## config.mk

```make
export PLATFORM = sky130hd
export DESIGN_NAME = iq_flush
export DESIGN_NICKNAME = d
export VERILOG_FILES = /design/src/iq_pkg.sv /design/src/iq_flush.sv
export SDC_FILE = /design/constraint.sdc
export NUM_CORES = 1
export LEC_CHECK = 0
export ABC_AREA = 0
export ABC_CLOCK_PERIOD_IN_PS = 9400
export BUFFER_PORTS_ARGS = -buffer_cell sky130_fd_sc_hd__buf_2
export CAP_MARGIN = 10
export CORE_MARGIN = 2
export CORE_UTILIZATION = 50
export DETAILED_ROUTE_END_ITERATION = 10
export PLACE_DENSITY = 0.72
export SETUP_SLACK_MARGIN = 0.15
export SLEW_MARGIN = 0
export SYNTH_ARGS = -nofsm -noshare
export SYNTH_HDL_FRONTEND = slang
export SYNTH_SLANG_ARGS = --single-unit
```

## constraint.sdc

```tcl
create_clock -name vclk -period 9.4
set_clock_uncertainty 0.15 [all_clocks]
set_input_delay 1.88 -clock vclk [all_inputs]
set_output_delay 1.88 -clock vclk [all_outputs]
set_load 0.1 [all_outputs]
```

## src/iq_pkg.sv

```systemverilog
package iq_pkg;

    // queue geometry
    localparam int IQ_SIZE = 16;
    localparam int IQ_PTR_W = $clog2(IQ_SIZE);

    // core-wide sizes seen by the queue
    localparam int AL_SIZE = 64;
    localparam int AL_TAG_W = $clog2(AL_SIZE);
    localparam int NUM_PR = 64;
    localparam int PR_W = $clog2(NUM_PR);
    localparam int ADDR_W = 32;
    localparam int NUM_LANES = 2;
    localparam int NUM_WB = 4;

    typedef logic [AL_TAG_W-1:0] al_tag_t;
    typedef logic [PR_W-1:0] pr_tag_t;
    typedef logic [IQ_PTR_W-1:0] iq_ptr_t;
    // one extra bit so a full queue can be counted
    typedef logic [IQ_PTR_W:0] iq_count_t;

    typedef enum logic {
        MEM_READ,
        MEM_WRITE
    } mem_op_e;

    // follows the riscv load/store funct3 encoding
    typedef enum logic [2:0] {
        W_BYTE  = 3'b000,
        W_HALF  = 3'b001,
        W_WORD  = 3'b010,
        W_UBYTE = 3'b100,
        W_UHALF = 3'b101
    } mem_width_e;

    typedef struct packed {
        logic [ADDR_W-1:0] pc;
        pr_tag_t rs1;
        pr_tag_t rs2;
        pr_tag_t rd;
        logic uses_rs1;
        logic uses_rs2;
        logic uses_rd;
        logic uses_imm;
        logic [31:0] imm;
        logic is_mem_access;
        logic accesses_csr;
        mem_op_e mem_op;
        mem_width_e width;
        al_tag_t al_addr;
    } iq_entry_t;

endpackage

```

## src/iq_flush.sv

```systemverilog
`timescale 1ns/1ps

module iq_flush (
    input  logic i_recall,
    input  iq_pkg::al_tag_t i_new_front,
    input  iq_pkg::al_tag_t i_old_front,
    input  logic [iq_pkg::IQ_SIZE-1:0] i_valid,
    input  iq_pkg::al_tag_t i_al_addr [iq_pkg::IQ_SIZE],
    input  iq_pkg::iq_ptr_t i_back_ptr,
    output logic [iq_pkg::IQ_SIZE-1:0] o_flush_mask,
    output iq_pkg::iq_ptr_t o_new_front
);

    logic wrap;
    logic [iq_pkg::IQ_SIZE-1:0] in_range;

    // flushed range is [new_front, old_front) on the circular active list
    assign wrap = i_new_front > i_old_front;

    always_comb begin
        for (int i = 0; i < iq_pkg::IQ_SIZE; i++) begin
            if (wrap) begin
                in_range[i] = (i_al_addr[i] >= i_new_front) || (i_al_addr[i] < i_old_front);
            end else begin
                in_range[i] = (i_al_addr[i] >= i_new_front) && (i_al_addr[i] < i_old_front);
            end
            o_flush_mask[i] = i_recall && i_valid[i] && in_range[i];
        end
    end

    // valid entries sit contiguously from back, so back plus the live count
    // is the current front; any flushed slot nearer the back replaces it
    always_comb begin
        iq_pkg::iq_count_t live;
        iq_pkg::iq_ptr_t slot;
        live = '0;
        for (int i = 0; i < iq_pkg::IQ_SIZE; i++) begin
            live = live + iq_pkg::iq_count_t'(i_valid[i]);
        end
        o_new_front = i_back_ptr + iq_pkg::iq_ptr_t'(live);
        // walk from youngest offset down so the oldest flushed slot wins
        for (int i = iq_pkg::IQ_SIZE - 1; i >= 0; i--) begin
            slot = i_back_ptr + iq_pkg::iq_ptr_t'(i);
            if (o_flush_mask[slot]) begin
                o_new_front = slot;
            end
        end
    end

endmodule

```

==> metrics.md <==
| Metric | Value |
|---|---|
| Post-cts repair resize count | `0` |
| Via count of the first global-routing pass | `7850` |
| Logic pwr share | `100.0%` |
| Filler Cell Count | `about 1400` |
| Width of the die | `124 um` |
| Filler-free cell count of the finished design | `1253` |
| Status | `finished clean` |
| RSZ-0062 raised after global routing | `false` |
| Drc violations | `0` |
| Number of instances in the synthesized netlist | `927` |
| Number of I/O port buffers | `approximately 150` |
| Critical-path maximum fanout | `12` |
| Total die area | `15500 um2` |
| Setup CP Type | `input port to output pin` |
| Drt via density | `roughly 6.5` |
| Final max-slew violation count | `0` |
| Crit end category | `output pin` |
| Final HPWL from detailed placement | `21.8 mm` |
| Violation count after the first detailed-routing iteration | `roughly 590` |
| Path category of the worst min-delay check | `input port to output pin` |
| Biggest area consumer among synthesized cells | `sky130_fd_sc_hd__ha_1` |
| Top Ports | `between 100 and 150` |
| Final-layout worst hold slack | `roughly 4.2 ns` |
| Post-synth top area share | `33.4%` |
| Worst setup path startpoint | `i_old_front[1]` |
| Crit share post-route | `approximately nine tenths` |
| NetSw | `between 0.5 and 0.6 mW` |
| Number of buffers added to fix hold violations after cts | `0` |
| Via count | `just over 8000` |
| Pin count of the biggest net entering global routing | `28` |
| Worst slew margin relative to its limit | `30.5%` |
| Top area cells in the synthesized netlist | `sky130_fd_sc_hd__ha_1 33%, sky130_fd_sc_hd__a21oi_1 3.7%, sky130_fd_sc_hd__nand2_1 3.4%, sky130_fd_sc_hd__inv_1 3.4%, sky130_fd_sc_hd__fa_1 3.3%` |
| First drt pass iteration count | `7` |
| Sort of element at the start of the critical path | `input port` |
| Pwr dens | `approximately 95 nW/um2` |
| Data required time of the worst path | `between 7 and 8 ns` |
| Finished Core Util | `approximately 58%` |
| Sequential cell fraction of total power | `0%` |
| Clk pwr share | `0%` |
| Internal power summed over all cells | `0.279 mW` |
| Core footprint | `14400 um2` |
| MaxCap Viol Count | `0` |
| Hold Crit Start | `i_valid[8]` |
| Sequential fraction of the synthesis area | `0%` |
| Net count of the finished layout | `~1400` |
| Worst Slack Setup Final | `between 0.7 and 0.8 ns` |
| Antenna-violating nets left | `0` |
| Maximum vdd ir drop | `0.0000720 V` |
| Fin. Hold Viols | `0` |
| Post-CTS Setup Inserts | `0` |
| Seq cells | `0` |
| Initial cell density of the core | `50.5%` |
| Post-layout min period | `between 8 and 9 ns` |
| Antenna cells | `0` |
| Wirelength, routed | `~26 mm` |
| Worst Max-Slew Pin Slew | `1.04 ns` |
| Placement-stage worst setup slack | `0.843 ns` |
| Drt wl/cell | `20.7 um` |
| Static Leak | `4.15 nW` |
| Final weighted congestion of routability-driven global placement | `just over 1` |
| Highest clock frequency the design can meet | `between 100 and 150 MHz` |
| Number of antenna violations at the first check in global routing | `1` |
| Total track usage | `around a third` |
| Commonest cells after routing, fill and taps aside | `194 x sky130_fd_sc_hd__ha_1, 149 x sky130_fd_sc_hd__buf_2, 66 x sky130_fd_sc_hd__nand2_1` |
| Syn_nets | `between 1000 and 1500` |
| Data arrival time of the worst path | `~6.6 ns` |
| Overflow left after global routing | `0` |
| Wire length of the first global-routing pass | `~42 mm` |
| Setup TNS | `0 ns` |
| Area taken by flip-flops and latches | `0 um2` |
| Die extent in y | `about 120 um` |
| Share of post-route cells with drive strength above 1 | `about a fifth` |
| Most common library cell in the layout ignoring fill and taps | `sky130_fd_sc_hd__ha_1` |
| Number of unique standard cell types used by synthesis | `92` |
| Syn_area_per_cell | `7.83 um2` |
| Endpoint of the most critical setup path | `o_new_front[0]` |
| Net switching share of the total power | `about two thirds` |
| # rows | `44` |
| Yosys synthesis warning count | `0` |
| Clock Buffer Count | `0` |
| Total instance count after detailed placement | `about 1300` |
| Number of failing setup endpoints in the final timing report | `0` |
| Synthesized area | `around 7300 um2` |
| Synth-to-Final Area Change | `14.6%` |
## worst min-delay path by stage
stage,endpoint,slack (ns),cells past startpoint
2_1_floorplan,o_flush_mask[8],3.89,2
4_1_cts,o_flush_mask[8],4.21,4
3_5_place_dp,o_flush_mask[8],4.20,4
3_3_place_gp,o_flush_mask[8],4.21,4
5_1_grt,o_flush_mask[8],4.25,4
6_report,o_flush_mask[8],4.21,4
## layout make-up
class / instances / area, um2 / share of cell area (%)
tap: 184 / 230 / 2.77
multi-input combinational: 833 / 6940 / 83.4
timing repair buffer: 170 / 903 / 10.9
inverter: 66 / 248 / 2.98
## metal layers
layer | track usage, % | wire, um | vias to the layer above
met4 | 10.1 | 1130 | 2
met1 | 42.4 | 11200 | 3790
li1 | - | - | 3909
met5 | 0 | 13 | -
met2 | 56.3 | 11900 | 378
met3 | 3.65 | 1760 | 75
## power groups by stage
stage	Clock, mW	Sequential, mW	Combinational (mW)
finish	0	0	0.794
global route	0	0	0.862
CTS	0	0	0.779
detailed placement	0	0	0.775
global placement	0	0	0.770
floorplan	0	0	0.568
## Yosys cell counts (all sizes together), types with 5 or more instances
master and number:
a21oi 53, nor3 12, fa 12, or2 8
a21o 31, o21ai 49, mux4 7, buf 6
nor4 6, nor2 49, and2 9, ha 194
o2111ai 11, and3 10, nand2b 23, or3 8
mux2i 8, nand2 66, nor2b 10, o31ai 9
o21a 17, nand3 32, a22oi 15, a2111oi 17
nand4 8, clkbuf 22, inv 65, a22o 7
xor2 5, o22ai 7, maj3 6, a31oi 10
o211ai 15, xnor2 15, mux2 5, a221oi 6
a211oi 22
## worst max-delay path, stage by stage
cell                        delay, ns
sky130_fd_sc_hd__buf_2           0.10
sky130_fd_sc_hd__inv_1           0.44
sky130_fd_sc_hd__ha_1            0.34
sky130_fd_sc_hd__a21oi_1         0.14
sky130_fd_sc_hd__o21ai_0         0.09
sky130_fd_sc_hd__a2111oi_0       0.77
sky130_fd_sc_hd__a21oi_1         0.34
sky130_fd_sc_hd__a22o_1          0.31
sky130_fd_sc_hd__or2_1           0.25
sky130_fd_sc_hd__a211oi_1        0.73
sky130_fd_sc_hd__o31ai_1         0.12
sky130_fd_sc_hd__a2111oi_1       0.42
sky130_fd_sc_hd__a311oi_1        0.10
sky130_fd_sc_hd__o21ai_2         0.12
sky130_fd_sc_hd__buf_2           0.43
## cell families after synthesis
kind of cell               after synthesis  share of synthesized area [%]
AOI/OAI and AO/OA                      324                           32.2
and+or+nand+nor                        257                           18.4
adders and majority gates              212                           37.6
buffers and inverters                   94                           5.19
xor gates and xnor gates                20                           2.41
muxes                                   20                           4.21
## metrics by stage
step	instance area, um2	total power, mW
2_1_floorplan	7310	0.568
3_3_place_gp	8320	0.770
3_5_place_dp	8320	0.775
4_1_cts	8320	0.779
5_1_grt	8320	0.862
6_report	8320	0.794
(Power assumes the default switching activity.)
