`src/iq_pkg.sv`:
```
package iq_pkg;

    // queue geometry
    localparam int IQ_SIZE = 16;
    localparam int IQ_PTR_W = $clog2(IQ_SIZE);

    // core-wide sizes seen by the queue
    localparam int AL_SIZE = 64;
    localparam int AL_TAG_W = $clog2(AL_SIZE);
    localparam int NUM_PR = 64;
    localparam int PR_W = $clog2(NUM_PR);
    localparam int ADDR_W = 32;
    localparam int NUM_LANES = 2;
    localparam int NUM_WB = 4;

    typedef logic [AL_TAG_W-1:0] al_tag_t;
    typedef logic [PR_W-1:0] pr_tag_t;
    typedef logic [IQ_PTR_W-1:0] iq_ptr_t;
    // one extra bit so a full queue can be counted
    typedef logic [IQ_PTR_W:0] iq_count_t;

    typedef enum logic {
        MEM_READ,
        MEM_WRITE
    } mem_op_e;

    // follows the riscv load/store funct3 encoding
    typedef enum logic [2:0] {
        W_BYTE  = 3'b000,
        W_HALF  = 3'b001,
        W_WORD  = 3'b010,
        W_UBYTE = 3'b100,
        W_UHALF = 3'b101
    } mem_width_e;

    typedef struct packed {
        logic [ADDR_W-1:0] pc;
        pr_tag_t rs1;
        pr_tag_t rs2;
        pr_tag_t rd;
        logic uses_rs1;
        logic uses_rs2;
        logic uses_rd;
        logic uses_imm;
        logic [31:0] imm;
        logic is_mem_access;
        logic accesses_csr;
        mem_op_e mem_op;
        mem_width_e width;
        al_tag_t al_addr;
    } iq_entry_t;

endpackage

```
`src/iq_alloc_if.sv`:
```
`timescale 1ns/1ps

// per write port: enable, target slot, payload and incoming source-ready bits
interface iq_alloc_if;

    logic alloc_we [iq_pkg::NUM_LANES];
    iq_pkg::iq_ptr_t alloc_slot [iq_pkg::NUM_LANES];
    iq_pkg::iq_entry_t alloc_entry [iq_pkg::NUM_LANES];
    // bit 0 is rs1_ready, bit 1 is rs2_ready
    logic [1:0] alloc_src_ready [iq_pkg::NUM_LANES];

    modport alloc (
        output alloc_we,
        output alloc_slot,
        output alloc_entry,
        output alloc_src_ready
    );

    modport store (
        input alloc_we,
        input alloc_slot,
        input alloc_entry,
        input alloc_src_ready
    );

endinterface

```
`src/iq_entries.sv`:
```
`timescale 1ns/1ps

module iq_entries (
    input  logic clk,
    input  logic reset,
    iq_alloc_if.store i_alloc,
    input  logic [iq_pkg::IQ_SIZE-1:0] i_entry_ready,
    input  logic i_recall,
    input  logic [iq_pkg::IQ_SIZE-1:0] i_flush_mask,
    output logic [iq_pkg::IQ_SIZE-1:0] o_valid,
    output iq_pkg::al_tag_t o_al_addr [iq_pkg::IQ_SIZE],
    output iq_pkg::iq_ptr_t o_back_ptr,
    output logic o_iss_valid [iq_pkg::NUM_LANES],
    output iq_pkg::iq_entry_t o_iss_entry [iq_pkg::NUM_LANES]
);

    iq_pkg::iq_entry_t entries [iq_pkg::IQ_SIZE];
    logic [iq_pkg::IQ_SIZE-1:0] valid;
    iq_pkg::iq_ptr_t back_ptr;
    iq_pkg::iq_ptr_t back_nxt;
    logic can_iss [iq_pkg::NUM_LANES];

    assign back_nxt = back_ptr + 1'b1;

    // strictly in order, lane 1 only goes behind lane 0
    assign can_iss[0] = valid[back_ptr] && i_entry_ready[back_ptr] && !i_flush_mask[back_ptr];
    assign can_iss[1] = can_iss[0] && valid[back_nxt] && i_entry_ready[back_nxt] &&
                        !i_flush_mask[back_nxt];

    // payload storage and the issue registers
    always_ff @(posedge clk) begin
        for (int l = 0; l < iq_pkg::NUM_LANES; l++) begin
            if (i_alloc.alloc_we[l]) begin
                entries[i_alloc.alloc_slot[l]] <= i_alloc.alloc_entry[l];
            end
        end
        if (can_iss[0]) begin
            o_iss_entry[0] <= entries[back_ptr];
        end
        if (can_iss[1]) begin
            o_iss_entry[1] <= entries[back_nxt];
        end
    end

    // later assignments win, so issue clears override the flush copy
    always_ff @(posedge clk) begin
        if (reset) begin
            valid <= '0;
            back_ptr <= '0;
            for (int l = 0; l < iq_pkg::NUM_LANES; l++) begin
                o_iss_valid[l] <= 1'b0;
            end
        end else begin
            if (i_recall) begin
                valid <= valid & ~i_flush_mask;
            end
            for (int l = 0; l < iq_pkg::NUM_LANES; l++) begin
                if (i_alloc.alloc_we[l]) begin
                    valid[i_alloc.alloc_slot[l]] <= 1'b1;
                end
                o_iss_valid[l] <= can_iss[l];
            end
            if (can_iss[1]) begin
                valid[back_ptr] <= 1'b0;
                valid[back_nxt] <= 1'b0;
                back_ptr <= back_ptr + 2'd2;
            end else if (can_iss[0]) begin
                valid[back_ptr] <= 1'b0;
                back_ptr <= back_nxt;
            end
        end
    end

    always_comb begin
        for (int i = 0; i < iq_pkg::IQ_SIZE; i++) begin
            o_al_addr[i] = entries[i].al_addr;
        end
    end

    assign o_valid = valid;
    assign o_back_ptr = back_ptr;

endmodule

```
`src/flat_wrapper.sv`:
```
// flat-port wrapper written by rule: the top's interface ports become plain ports
module iq_entries_flat 
  (clk, reset, i_entry_ready, i_recall, i_flush_mask, o_valid, o_al_addr, o_back_ptr, o_iss_valid, o_iss_entry, i_alloc_alloc_we, i_alloc_alloc_slot, i_alloc_alloc_entry, i_alloc_alloc_src_ready);
  iq_alloc_if i_alloc_i ();
  input  logic clk;
  input  logic reset;
  input  logic [iq_pkg::IQ_SIZE-1:0] i_entry_ready;
  input  logic i_recall;
  input  logic [iq_pkg::IQ_SIZE-1:0] i_flush_mask;
  output logic [iq_pkg::IQ_SIZE-1:0] o_valid;
  output iq_pkg::al_tag_t o_al_addr[iq_pkg::IQ_SIZE];
  output iq_pkg::iq_ptr_t o_back_ptr;
  output logic o_iss_valid[iq_pkg::NUM_LANES];
  output iq_pkg::iq_entry_t o_iss_entry[iq_pkg::NUM_LANES];
  input wire logic [$bits(i_alloc_i.alloc_we)-1:0] i_alloc_alloc_we;
  input wire logic [$bits(i_alloc_i.alloc_slot)-1:0] i_alloc_alloc_slot;
  input wire logic [$bits(i_alloc_i.alloc_entry)-1:0] i_alloc_alloc_entry;
  input wire logic [$bits(i_alloc_i.alloc_src_ready)-1:0] i_alloc_alloc_src_ready;
  assign i_alloc_i.alloc_we = {>>{i_alloc_alloc_we}};
  assign i_alloc_i.alloc_slot = {>>{i_alloc_alloc_slot}};
  assign i_alloc_i.alloc_entry = {>>{i_alloc_alloc_entry}};
  assign i_alloc_i.alloc_src_ready = {>>{i_alloc_alloc_src_ready}};
  iq_entries u_core (.clk(clk), .reset(reset), .i_alloc(i_alloc_i), .i_entry_ready(i_entry_ready), .i_recall(i_recall), .i_flush_mask(i_flush_mask), .o_valid(o_valid), .o_al_addr(o_al_addr), .o_back_ptr(o_back_ptr), .o_iss_valid(o_iss_valid), .o_iss_entry(o_iss_entry));
endmodule
```
`config.mk`:
```
export PLATFORM = sky130hd
export DESIGN_NAME = iq_entries_flat
export DESIGN_NICKNAME = d
export VERILOG_FILES = /design/src/iq_pkg.sv /design/src/iq_alloc_if.sv /design/src/iq_entries.sv /design/src/flat_wrapper.sv
export SDC_FILE = /design/constraint.sdc
export NUM_CORES = 2
export LEC_CHECK = 0
export BUFFER_PORTS_ARGS = -buffer_cell sky130_fd_sc_hd__buf_2
export CAP_MARGIN = 5
export CORE_UTILIZATION = 53
export CTS_BUF_LIST = sky130_fd_sc_hd__clkbuf_8
export CTS_CLUSTER_SIZE = 30
export DETAILED_ROUTE_END_ITERATION = 7
export PLACE_DENSITY = 0.74
export SKIP_CTS_REPAIR_TIMING = 1
export SLEW_MARGIN = 25
export SYNTH_ARGS = -nofsm -noshare
export SYNTH_HDL_FRONTEND = slang
export SYNTH_SLANG_ARGS = --single-unit
```
`constraint.sdc`:
```
create_clock -name clk -period 8.65 [get_ports clk]
set_input_delay 0 -clock clk [delete_from_list [all_inputs] [get_ports clk]]
set_output_delay 0 -clock clk [all_outputs]
set_load 0.005 [all_outputs]
```
==> results.yml <==
route:
  wire_per_inst_um: 36.07
  routed_wl_mm: 311.3
  first_pass_iters: 6
  routed_via_density: 7.005
  post-route-drc-count: 0
  ant_nets: 0
  vias: 60460
  drt_iter0_drc: 9009
clock_network:
  clk_latency_ns: 1.09
  cts_root_buffer: "clkbuf_8"
  tritoncts: "done"
  cts_buffers: 316
  clkSlewWorstSetupHoldPaths_ns: 0.06
  cts_max_path_buffers: 4
  cts.sinks: 1786
  htree_num_levels: 5
floorplan:
  die_h_um: 432.0
  die_w_um: 432.0
  pin_count: 559
  core-area_um2: 183300
  initial_core_util_pct: 53.46
  dieArea_um2: 186600
  rows: 157
critical_path:
  critPathMostFrequentCell: "buf_4"
  cp-end-kind: "flop"
  crit_chain: "buf_4 > ha_1 > xnor2_4 > buf_4 > nor4_2 > nor4_4 > nor2_4 > buf_4 > buf_4"
  worstPathMaxFanout: 54
  crit_type: "flop to flop"
  start_kind: "flop"
  cpPeakStageDelay_ns: 0.93
  cp_data_required_time_ns: 9.32
  cp.arrival_ns: 6.52
  critical_path.slowest_cell: "dfxtp_4"
grt:
  grt_use_met2_pct: 52.09
  grtUsageTotal_pct: 32.69
  grt_util_met3_pct: 6.617
  grt_pass1_vias: 58680
  grt_pass1_wl_mm: 432.4
  antenna_found_initial: 48
  grt-ovfl-total: 0
  grt_use_met1_pct: 43.51
  grt_max_degree: 131
  busiest_layer: "met2"
yosys:
  synth.ff_latch_count: 1786
  synth_adder_area_share_pct: 0.06385
  synth.area.top_cells: "edfxtp_1, mux4_2, mux2_2, clkbuf_1, buf_2"
  postSynthCellCount: 5251
  synth_top_cell_area_share_pct: 54.07
  synth_top_flop_cell: "edfxtp_1"
  synth_top_family_by_area: "multiplexers"
  yosys-top-cells-count: "edfxtp_1, mux2_2, mux4_2"
  yosys.area.top_type: "edfxtp_1"
  synth-compound-area-share_pct: 0.4342
  synth.area.mux_share_pct: 40.84
  synth_area_um2: 97980
  synthXorXnorAreaFrac_pct: 0.05108
  post-synth-top-count-cell: "edfxtp_1"
  ys_seq_area_share_pct: 54.52
  avgSynthCellArea_um2: 18.66
  ys_warn_count: 0
  synth_simple_gate_area_share_pct: 0.7931
  async_flop_share_pct: 0
  synth_cell_types: 54
  synth_edf_count: 1764
  synth_nets: 5501
power:
  leakagePower_nw: 35.40
  ir_drop_mv: 0.1151
  power_density_nw_per_um2: 168.2
sta:
  maxSlewHeadroom_pct: 23.00
  skew_ns: 0.05753
  finalSetupViolCount: 0
  tightestPinTransition_ns: 1.155
  hold_viol: 24
  timing.hold.ws_ns: -0.008367
  post-route-period-util_pct: 67.65
  clock.fmax_mhz: 170.9
  fin_setup_tns_ns: 0
  fin_crit_ns: 5.852
  slew_violations: 0
  rsz0062_at_grt: "false"
status:
  violations: "hold timing"
  status: "finished, violations left"
place:
  dpl_cell_area_um2: 102100
  routabilityCongestion: 0.8828
  hpwlAfterDp_mm: 162.7
  io_buffers: 554
worst_hold_path:
  hold_path_class: "primary input to flop"
finish:
  nNetsFinal: 6182
  final_layout_size_suffix_gt1_share_pct: 59.60
  design_area_um2: 111400
  multi_input_area_um2: 41660
  fill_cells: 13210
  seqCellArea_um2: 53430
  syn2layout_area_growth_pct: 13.72
run:
  maxCapViolCount: 0
[metal layers]
metal	vias to the layer above	wire length, µm
li1	23400	-
met5	-	171
met1	31920	113300
met4	24	14090
met3	786	32710
met2	4327	151000
[stage by stage]
step / hold slack (ns) / setup slack (ns) / total power, mW / utilization (%) / cells
3_3_place_gp: 0.3867 / 2.565 / 11.53 / 55.66 / 7698
3_5_place_dp: 0.3793 / 2.546 / 11.59 / 55.72 / 7702
4_1_cts: -0.7422 / 2.573 / 18.63 / 58.67 / 8221
2_1_floorplan: 0.2210 / 0.4594 / 11.14 / - / 5251
6_report: -0.008367 / 2.798 / 18.75 / 60.79 / 8630
5_1_grt: -0.006806 / 2.477 / 19.27 / 60.78 / 8624
[cell type report]
type	instances	share of cell area, %
Antenna cell	33	0.07412
Multi-Input combinational cell	2763	37.39
Tap cell	2464	2.767
Clock inverter	195	0.8445
Timing Repair Buffer	1061	6.950
Inverter	4	0.01797
Clock buffer	324	4.002
Sequential cell	1786	47.95
[registers in the layout (all words and copies together), names as in the netlist]
name                count
u_core.entries       1568
u_core.o_back_ptr       4
u_core.o_iss_entry    196
u_core.o_iss_valid      2
u_core.o_valid         16
[kinds of logic (layout without fill, tap and decap cells)]
kind of cell / Yosys count / in the layout
xor+xnor: 4 / 4
other cells: 0 / 33
buf+inv: 702 / 1584
mux: 2561 / 2561
simple gates: 129 / 129
fa+ha+maj: 5 / 5
flops: 1786 / 1786
compound gates: 64 / 64
[path summary, 6_finish.rpt]
path	startpoint	depth (start not counted)	end	slack, ns
min reg2reg	u_core.o_valid[0]	3	u_core.o_valid[0]	0.71
max reg2reg	u_core.o_back_ptr[0]	9	u_core.o_iss_entry[34]	2.80
max	u_core.o_back_ptr[0]	9	u_core.o_iss_entry[34]	2.80
min	i_alloc_alloc_entry[9]	3	u_core.entries[3][9]	-0.008
[where the power goes]
part / leakage [nW] / internal (mW) / total (mW) / switching, mW
clock network: 3.14 / 3.62 / 7.15 / 3.53
logic: 16.1 / 0.818 / 1.60 / 0.777
registers: 16.2 / 9.86 / 10.0 / 0.146
[critical path: cells and delay by family, from the launching register on]
kind,cells,cell delay (ns)
buf+inv,4,2.31
simple gates,3,1.15
flops,1,0.93
xor+xnor,1,0.25
fa+ha+maj,1,0.64
[layout by cell type (no fill, tap or decap), types with 17 or more instances in the layout]
cell type	instances
nor3_1	21
dfxtp_1	18
nor2_1	17
clkinv_1	61
clkinv_2	22
nand2_1	25
buf_4	117
clkbuf_8	324
a21oi_1	18
inv_1	103
buf_2	554
mux2_2	1568
diode_2	33
mux4_2	992
edfxtp_1	1764
dlygate4sd3_1	373
Power figures use the tool's default switching activity.
