## config.mk

```make
export PLATFORM = sky130hd
export DESIGN_NAME = iq_alloc_flat
export DESIGN_NICKNAME = d
export VERILOG_FILES = /design/src/iq_pkg.sv /design/src/iq_alloc_if.sv /design/src/iq_alloc.sv /design/src/flat_wrapper.sv
export SDC_FILE = /design/constraint.sdc
export NUM_CORES = 1
export LEC_CHECK = 0
export BUFFER_PORTS_ARGS = -buffer_cell sky130_fd_sc_hd__buf_2
export CORE_AREA = 10 10 160 162
export DETAILED_ROUTE_END_ITERATION = 6
export DIE_AREA = 0 0 170 172
export GPL_TIMING_DRIVEN = 0
export PLACE_DENSITY = 0.37
export SLEW_MARGIN = 20
export SYNTH_ARGS = -nofsm -noshare
export SYNTH_HDL_FRONTEND = slang
export SYNTH_SLANG_ARGS = --single-unit
export TNS_END_PERCENT = 30
```

## constraint.sdc

```tcl
create_clock -name clk -period 9.85 [get_ports clk]
set_clock_uncertainty 0.15 [all_clocks]
set_input_delay 0.985 -clock clk [delete_from_list [all_inputs] [get_ports clk]]
set_output_delay 0.985 -clock clk [all_outputs]
set_load 0.005 [all_outputs]
```

## src/iq_pkg.sv

```systemverilog
package iq_pkg;

    // queue geometry
    localparam int IQ_SIZE = 16;
    localparam int IQ_PTR_W = $clog2(IQ_SIZE);

    // core-wide sizes seen by the queue
    localparam int AL_SIZE = 64;
    localparam int AL_TAG_W = $clog2(AL_SIZE);
    localparam int NUM_PR = 64;
    localparam int PR_W = $clog2(NUM_PR);
    localparam int ADDR_W = 32;
    localparam int NUM_LANES = 2;
    localparam int NUM_WB = 4;

    typedef logic [AL_TAG_W-1:0] al_tag_t;
    typedef logic [PR_W-1:0] pr_tag_t;
    typedef logic [IQ_PTR_W-1:0] iq_ptr_t;
    // one extra bit so a full queue can be counted
    typedef logic [IQ_PTR_W:0] iq_count_t;

    typedef enum logic {
        MEM_READ,
        MEM_WRITE
    } mem_op_e;

    // follows the riscv load/store funct3 encoding
    typedef enum logic [2:0] {
        W_BYTE  = 3'b000,
        W_HALF  = 3'b001,
        W_WORD  = 3'b010,
        W_UBYTE = 3'b100,
        W_UHALF = 3'b101
    } mem_width_e;

    typedef struct packed {
        logic [ADDR_W-1:0] pc;
        pr_tag_t rs1;
        pr_tag_t rs2;
        pr_tag_t rd;
        logic uses_rs1;
        logic uses_rs2;
        logic uses_rd;
        logic uses_imm;
        logic [31:0] imm;
        logic is_mem_access;
        logic accesses_csr;
        mem_op_e mem_op;
        mem_width_e width;
        al_tag_t al_addr;
    } iq_entry_t;

endpackage

```

## src/iq_alloc_if.sv

```systemverilog
`timescale 1ns/1ps

// per write port: enable, target slot, payload and incoming source-ready bits
interface iq_alloc_if;

    logic alloc_we [iq_pkg::NUM_LANES];
    iq_pkg::iq_ptr_t alloc_slot [iq_pkg::NUM_LANES];
    iq_pkg::iq_entry_t alloc_entry [iq_pkg::NUM_LANES];
    // bit 0 is rs1_ready, bit 1 is rs2_ready
    logic [1:0] alloc_src_ready [iq_pkg::NUM_LANES];

    modport alloc (
        output alloc_we,
        output alloc_slot,
        output alloc_entry,
        output alloc_src_ready
    );

    modport store (
        input alloc_we,
        input alloc_slot,
        input alloc_entry,
        input alloc_src_ready
    );

endinterface

```

## src/iq_alloc.sv

```systemverilog
`timescale 1ns/1ps

module iq_alloc (
    input  logic clk,
    input  logic reset,
    input  logic i_ren_valid [iq_pkg::NUM_LANES],
    input  iq_pkg::iq_entry_t i_ren_entry [iq_pkg::NUM_LANES],
    input  logic [1:0] i_ren_src_ready [iq_pkg::NUM_LANES],
    input  logic i_recall,
    input  logic [iq_pkg::IQ_SIZE-1:0] i_valid,
    input  iq_pkg::iq_ptr_t i_new_front,
    output logic o_stall,
    iq_alloc_if.alloc o_alloc
);

    iq_pkg::iq_ptr_t front_ptr;
    iq_pkg::iq_ptr_t front_nxt;
    iq_pkg::iq_count_t occupancy;
    iq_pkg::iq_count_t num_in;
    logic in_order [iq_pkg::NUM_LANES];
    logic accept;

    // only memory and csr ops go through this queue
    always_comb begin
        for (int l = 0; l < iq_pkg::NUM_LANES; l++) begin
            in_order[l] = i_ren_valid[l] &&
                          (i_ren_entry[l].is_mem_access || i_ren_entry[l].accesses_csr);
        end
    end

    always_comb begin
        occupancy = '0;
        for (int i = 0; i < iq_pkg::IQ_SIZE; i++) begin
            occupancy = occupancy + iq_pkg::iq_count_t'(i_valid[i]);
        end
    end

    assign num_in = iq_pkg::iq_count_t'(in_order[0]) + iq_pkg::iq_count_t'(in_order[1]);

    // conservative, stalls even if the issue this cycle would free room
    assign o_stall = (occupancy + num_in) >= iq_pkg::iq_count_t'(iq_pkg::IQ_SIZE);
    assign accept = !o_stall && !i_recall;

    assign front_nxt = front_ptr + 1'b1;

    // lane 0 always lands at front, lane 1 packs behind it when both count
    always_comb begin
        for (int l = 0; l < iq_pkg::NUM_LANES; l++) begin
            o_alloc.alloc_we[l] = in_order[l] && accept;
            o_alloc.alloc_entry[l] = i_ren_entry[l];
            o_alloc.alloc_src_ready[l] = i_ren_src_ready[l];
        end
        o_alloc.alloc_slot[0] = front_ptr;
        o_alloc.alloc_slot[1] = in_order[0] ? front_nxt : front_ptr;
    end

    always_ff @(posedge clk) begin
        if (reset) begin
            front_ptr <= '0;
        end else if (i_recall) begin
            // rewound slot from the flush logic
            front_ptr <= i_new_front;
        end else if (accept) begin
            front_ptr <= front_ptr + iq_pkg::iq_ptr_t'(num_in);
        end
    end

endmodule

```

## src/flat_wrapper.sv

```systemverilog
// flat-port wrapper written by rule: the top's interface ports become plain ports
module iq_alloc_flat 
  (clk, reset, i_ren_valid, i_ren_entry, i_ren_src_ready, i_recall, i_valid, i_new_front, o_stall, o_alloc_alloc_we, o_alloc_alloc_slot, o_alloc_alloc_entry, o_alloc_alloc_src_ready);
  iq_alloc_if o_alloc_i ();
  input  logic clk;
  input  logic reset;
  input  logic i_ren_valid[iq_pkg::NUM_LANES];
  input  iq_pkg::iq_entry_t i_ren_entry[iq_pkg::NUM_LANES];
  input  logic [1:0] i_ren_src_ready[iq_pkg::NUM_LANES];
  input  logic i_recall;
  input  logic [iq_pkg::IQ_SIZE-1:0] i_valid;
  input  iq_pkg::iq_ptr_t i_new_front;
  output logic o_stall;
  output wire logic [$bits(o_alloc_i.alloc_we)-1:0] o_alloc_alloc_we;
  output wire logic [$bits(o_alloc_i.alloc_slot)-1:0] o_alloc_alloc_slot;
  output wire logic [$bits(o_alloc_i.alloc_entry)-1:0] o_alloc_alloc_entry;
  output wire logic [$bits(o_alloc_i.alloc_src_ready)-1:0] o_alloc_alloc_src_ready;
  assign o_alloc_alloc_we = {>>{o_alloc_i.alloc_we}};
  assign o_alloc_alloc_slot = {>>{o_alloc_i.alloc_slot}};
  assign o_alloc_alloc_entry = {>>{o_alloc_i.alloc_entry}};
  assign o_alloc_alloc_src_ready = {>>{o_alloc_i.alloc_src_ready}};
  iq_alloc u_core (.clk(clk), .reset(reset), .i_ren_valid(i_ren_valid), .i_ren_entry(i_ren_entry), .i_ren_src_ready(i_ren_src_ready), .i_recall(i_recall), .i_valid(i_valid), .i_new_front(i_new_front), .o_stall(o_stall), .o_alloc(o_alloc_i));
endmodule
```

==> results.sh, run 1 <==
export IMPL_finalMaxSlewViolations=0
export IMPL_core_sq_um=22400
export IMPL_track_usage=0.0654
export IMPL_ir_drop_uv=34.8
export IMPL_rsz0062_at_grt="no"
export IMPL_numCtsBuffers=3
export IMPL_cts_sinks=4
export IMPL_drive_above_1_share=0.832
export IMPL_fmax_ghz=0.167
export IMPL_worst_slew_pin_transition_ns=0.374
export IMPL_start_kind="primary input"
export IMPL_gp_congestion=0.709
export IMPL_postRouteAntennaNets=0
export IMPL_cts_tree="done"
export IMPL_fin_crit_ns=5.98
export IMPL_finish_utilization=0.178
export IMPL_crit_required_ns=8.72
export IMPL_reg2regPathDepth=5
export IMPL_grt_pass1_vias=2727
export IMPL_setup_viol=0
export IMPL_die_w_microns=170
export IMPL_nFillCells=2552
export IMPL_ff2ff_setup_slack_ns=7.95
export IMPL_tns_ns=0
export IMPL_syn_area_sq_um=2350
export IMPL_drc_errors=0
export IMPL_ys_ff_latch=4
export IMPL_hold_path_class="reg2reg"
export IMPL_clk_pin_slew_ns=0.03
export IMPL_regMostFlops="u_core.front_ptr"
export IMPL_ctsHtreeMaxLevel=1
export IMPL_areaGrowthSynthToFinish_pct=69.5
export IMPL_slew_headroom=0.751
export IMPL_clk_path_buf_depth=2
export IMPL_synthesis_nets=543
export IMPL_ys_seq_area_frac=0.0341
export IMPL_final_nets=787
export IMPL_antenna_found_initial=2
export IMPL_num_io_pins=436
export IMPL_wl_per_cell_microns=14.0
export IMPL_largest_reg_flops=4
export IMPL_first_pass_iters=4
export IMPL_cts_setup_buffers=0
export IMPL_setup_worst_path_start="i_ren_entry[108]"
export IMPL_portBuffers=239
export IMPL_die_area_sq_um=29200
export IMPL_dp_hpwl_microns=11200
export IMPL_worst_path_max_fanout=10
export IMPL_initial_core_util=0.105
export IMPL_rows=55
export IMPL_grt_max_degree=11
export IMPL_cts_root_buffer="clkbuf_16"
export IMPL_yosys_warnings=0
export IMPL_final_area_sq_um=3980
export IMPL_reg_largest_list="u_core.front_ptr (4)"
export IMPL_worstHoldStart="u_core.front_ptr[1]"
export IMPL_worst_ep_arrival_time_ns=4.84
export IMPL_synthDistinctLibCells=28
export IMPL_clk_latency_ns=0.22
export IMPL_routed_wl_microns=11500
export IMPL_power_density_nw_per_um2=77.8
export IMPL_grt_overflow=0
export IMPL_drtIter0Drc=40
export IMPL_rr_endpoint="u_core.front_ptr[2]"
export IMPL_vias=2430
export IMPL_hold_violations=0
export IMPL_grt_first_pass_wirelength_microns=15300
export IMPL_drv_cap=0
export IMPL_critical_path_class="in2out"
export IMPL_fp_dieH_microns=172
export IMPL_status="completed"
export IMPL_endpoint="o_alloc_alloc_we[0]"
export IMPL_p_leak_nw=2.41
export IMPL_synthCells=294
export IMPL_placed_area_sq_um=3900
export IMPL_post_cts_resized=0
export IMPL_end_kind="primary output"
export IMPL_syn_area_per_cell_sq_um=7.99
export IMPL_cts_hold_buf=0
export IMPL_reg2reg_from="u_core.front_ptr[0]"
export IMPL_viasPerCell=2.95
export IMPL_period_share=0.607
==> critical path, stage by stage <==
cell and delay (ns):
buf_2 0.10, o21ai_1 0.25, inv_1 0.16, ha_1 0.40, fa_1 0.50, inv_1 0.05
fa_1 0.45, fa_1 0.40, fa_1 0.51, inv_1 0.04, ha_1 0.32, nand3b_4 0.09
a22oi_4 0.35, nor3b_1 0.08, buf_2 0.15
==> cells in the final DEF (no fill, tap or decap) <==
master | netlist | final
nor3b_1 | 1 | 1
o21ai_1 | 3 | 3
a32oi_1 | 1 | 1
a211o_1 | 1 | 1
inv_1 | 31 | 31
buf_2 | 0 | 239
nand2_1 | 4 | 4
diode_2 | 0 | 2
nor2b_1 | 2 | 2
nand4b_1 | 1 | 1
o311ai_1 | 1 | 1
xnor2_1 | 3 | 3
clkbuf_16 | 0 | 3
fa_1 | 12 | 12
nor2_1 | 2 | 2
a21oi_1 | 1 | 1
or2_2 | 1 | 1
or4_1 | 1 | 1
dfxtp_1 | 4 | 4
nor3_4 | 1 | 1
a21o_1 | 1 | 1
o21a_1 | 1 | 1
a22oi_4 | 1 | 1
ha_1 | 12 | 12
nor3_1 | 2 | 2
nand4_1 | 1 | 1
mux2i_1 | 1 | 1
nand3b_4 | 1 | 1
a2111oi_1 | 1 | 1
buf_4 | 200 | 200
nand3_1 | 3 | 3
==> per-layer routing <==
metal | routed length (microns) | up-vias | GRT usage
li1 | - | 1190 | -
met2 | 6330 | 220 | 0.127
met3 | 2040 | 2 | 0.0481
met5 | 0 | - | 0
met4 | 15 | 0 | 0.00496
met1 | 3140 | 1018 | 0.0539
==> synthesized netlist by cell type (all sizes together) <==
cell,n,area [sq um]
nand3b,1,20.0
a211o,1,8.76
o311ai,1,8.76
a22oi,1,21.3
nand2,4,15.0
nand4,1,6.26
buf,200,1500
nor3b,1,7.51
o21a,1,7.51
or2,1,6.26
nor3,3,26.3
a2111oi,1,10.0
a21o,1,7.51
a21oi,1,5.00
or4,1,7.51
fa,12,240
mux2i,1,10.0
ha,12,150
nand4b,1,8.76
nor2,2,7.51
nand3,3,15.0
dfxtp,4,80.1
a32oi,1,8.76
nor2b,2,12.5
inv,31,116
o21ai,3,15.0
xnor2,3,26.3
==> through the flow <==
step                      instances  hold WS [ns]  setup slack [ns]  total power [mW]
after floorplan                 294         0.402              4.41             0.174
after global placement          818         0.439              3.80             0.256
after detailed placement        818         0.453              3.82             0.255
after CTS                       821         0.454              3.81             0.320
after global routing            821         0.474              3.63             0.343
final                           823         0.448              3.87             0.310
==> how the worst min path moves through the flow <==
stage | endpoint | cells after the start | slack [ns]
final | u_core.front_ptr[1] | 2 | 0.45
after global routing | u_core.front_ptr[1] | 2 | 0.47
after CTS | u_core.front_ptr[1] | 2 | 0.45
after detailed placement | u_core.front_ptr[1] | 2 | 0.45
after global placement | u_core.front_ptr[1] | 2 | 0.44
after floorplan | u_core.front_ptr[1] | 2 | 0.40
==> power by group <==
group	switching (mW)	total, mW	internal (mW)
combinational	0.0932	0.225	0.131
clock	0.0108	0.0626	0.0518
sequential	0.00406	0.0227	0.0186
==> cell families (layout without fill, tap and decap cells) <==
logic type	after synthesis	in the layout	share of synthesized area
buf+inv	231	473	0.688
fa+ha+maj	24	24	0.166
simple gates	20	20	0.0564
compound gates	11	11	0.0394
flops	4	4	0.0341
xor+xnor	3	3	0.0112
mux	1	1	0.00426
other cells	0	2	0
==> layout make-up <==
type | count | area, sq um | share of cell area
multi-input combinational | 59 | 652 | 0.164
sequential | 4 | 80.1 | 0.0201
antenna | 2 | 5.00 | 0.00126
buffer | 200 | 1500 | 0.377
clock buffer | 3 | 75.1 | 0.0189
timing repair buffer | 239 | 1200 | 0.300
tap | 285 | 357 | 0.0895
inverter | 31 | 116 | 0.0292
No activity file was read; power rests on OpenSTA's default activity.
==> inputs of run 2 (changes only) <==
--- a/config.mk
+++ b/config.mk
@@ -6,11 +6,11 @@
 export NUM_CORES = 1
 export LEC_CHECK = 0
 export BUFFER_PORTS_ARGS = -buffer_cell sky130_fd_sc_hd__buf_2
-export CORE_AREA = 10 10 160 162
+export CORE_AREA = 10 10 161 163
 export DETAILED_ROUTE_END_ITERATION = 6
-export DIE_AREA = 0 0 170 172
+export DIE_AREA = 0 0 171 173
 export GPL_TIMING_DRIVEN = 0
-export PLACE_DENSITY = 0.37
+export PLACE_DENSITY = 0.38
 export SLEW_MARGIN = 20
 export SYNTH_ARGS = -nofsm -noshare
 export SYNTH_HDL_FRONTEND = slang
==> constraint.sdc (replaced) <==
create_clock -name clk -period 4.9 [get_ports clk]
set_clock_uncertainty 0.15 [all_clocks]
set_input_delay 0.49 -clock clk [delete_from_list [all_inputs] [get_ports clk]]
set_output_delay 0.49 -clock clk [all_outputs]
set_load 0.005 [all_outputs]
==> results.sh, run 2 (synthesized netlist as in run 1, its figures left out) <==
export IMPL_status="completed"
export IMPL_setup_worst_path_start="i_ren_entry[108]"
export IMPL_wl_per_cell_microns=16.2
export IMPL_grt_max_degree=9
export IMPL_initial_core_util=0.104
export IMPL_fp_dieH_microns=173
export IMPL_period_share=0.957
export IMPL_clk_latency_ns=0.22
export IMPL_reg2regPathDepth=5
export IMPL_final_nets=788
export IMPL_worst_ep_arrival_time_ns=4.05
export IMPL_timing_final_ws_setup_ns=0.209
export IMPL_finish_utilization=0.177
export IMPL_busiest_layer="met2"
export IMPL_largest_reg_flops=4
export IMPL_dp_slack_ns=-0.392
export IMPL_diodes=0
export IMPL_track_usage=0.0819
export IMPL_end_kind="primary output"
export IMPL_gr_usage_met1=0.0734
export IMPL_first_pass_iters=4
export IMPL_drtIter0Drc=34
export IMPL_endpoint="o_alloc_alloc_we[0]"
export IMPL_mostFrequentLayoutCells="239 x buf_2, 201 x buf_4, 30 x inv_1"
export IMPL_drv_cap=0
export IMPL_portBuffers=239
export IMPL_antenna_found_initial=0
export IMPL_rsz0062_at_grt="no"
export IMPL_place_inst=818
export IMPL_cts_hold_buf=0
export IMPL_reg2reg_from="u_core.front_ptr[0]"
export IMPL_num_io_pins=436
export IMPL_drive_above_1_share=0.840
export IMPL_grt_overflow=0
export IMPL_hold_violations=0
export IMPL_areaGrowthSynthToFinish_pct=70.4
export IMPL_regMostFlops="u_core.front_ptr"
export IMPL_ctsHtreeMaxLevel=1
export IMPL_crit_required_ns=4.26
export IMPL_gp_congestion=0.798
export IMPL_reg_largest_list="u_core.front_ptr (4)"
export IMPL_nFillCells=2555
export IMPL_setup_viol=0
export IMPL_tns_ns=0
export IMPL_grt_util_met2=0.157
export IMPL_ir_drop_uv=108
export IMPL_rr_endpoint="u_core.front_ptr[2]"
export IMPL_dp_hpwl_microns=12800
export IMPL_cts_root_buffer="clkbuf_16"
export IMPL_postRouteAntennaNets=0
export IMPL_ff2ff_setup_slack_ns=2.98
export IMPL_fmax_ghz=0.213
export IMPL_p_total_uw=643
export IMPL_clk_path_buf_depth=2
export IMPL_drc_errors=0
export IMPL_viasPerCell=2.96
export IMPL_hold_path_class="in2reg"
export IMPL_power_density_nw_per_um2=161
export IMPL_finalMaxSlewViolations=0
export IMPL_rows=55
export IMPL_worst_slew_pin_transition_ns=0.307
export IMPL_routed_wl_microns=13300
export IMPL_use_met3=0.0369
export IMPL_clk_pin_slew_ns=0.03
export IMPL_start_kind="primary input"
export IMPL_core_sq_um=22600
export IMPL_die_area_sq_um=29600
export IMPL_vias=2433
export IMPL_final_common_cell="buf_2"
export IMPL_final_area_sq_um=4000
export IMPL_grt_first_pass_wirelength_microns=18500
export IMPL_fin_crit_ns=4.69
export IMPL_die_w_microns=171
export IMPL_cts_sinks=4
export IMPL_p_leak_nw=2.42
export IMPL_cts_tree="done"
export IMPL_numCtsBuffers=3
export IMPL_slew_headroom=0.794
export IMPL_fin_hold_ws_ns=0.320
export IMPL_critical_path_class="in2out"
export IMPL_grt_pass1_vias=2969
export IMPL_stdcell_count=822
export IMPL_worst_path_max_fanout=5
export IMPL_placed_area_sq_um=3900
run 2: cell types whose count changed in the layout (fill, tap and decap cells not counted), sizes merged:
cell,delta
diode,-2
buf,+1
run 2: how the worst min path moves through the flow:
stage                                    from                   to  cells past startpoint
after global routing           i_new_front[3]  u_core.front_ptr[3]                      2
after detailed placement  u_core.front_ptr[1]  u_core.front_ptr[1]                      2
final                          i_new_front[3]  u_core.front_ptr[3]                      2
after global placement    u_core.front_ptr[1]  u_core.front_ptr[1]                      2
after CTS                      i_new_front[3]  u_core.front_ptr[3]                      2
after floorplan           u_core.front_ptr[1]  u_core.front_ptr[1]                      2
run 2: repair_timing:
action	CTS	global route
endpoints found under the setup margin	3	3
setup buffers	1	0
gates resized for setup	3	2
pin swaps	1	1
run 2: layer usage:
metal	vias to the layer above	wire length [microns]	share of wire
met5	-	0	0
met4	0	268	0.020
met3	12	1690	0.13
met2	208	7120	0.53
met1	1028	4260	0.32
li1	1185	-	-
run 2: cell type report:
cell class,count,area (sq um),share of cell area
sequential,4,80.1,0.0200
multi-input combinational,59,671,0.167
tap,285,357,0.0891
buffer,200,1500,0.375
inverter,31,116,0.0291
clock buffer,3,75.1,0.0188
timing repair buffer,240,1200,0.301
run 2: critical path, cell delays in order:
cell,delay [ns]
buf_2,0.12
o21ai_4,0.22
inv_2,0.09
ha_2,0.34
fa_1,0.49
inv_1,0.05
fa_1,0.44
fa_1,0.40
fa_1,0.51
inv_1,0.04
ha_1,0.22
nor3_4,0.20
a22oi_4,0.12
nor3b_2,0.16
buf_2,0.16
run 2: where the power goes:
group          leakage [nW]  switching, mW  internal (mW)
clock network        0.0370         0.0233          0.104
registers            0.0332        0.00855         0.0374
logic                  2.35          0.200          0.270
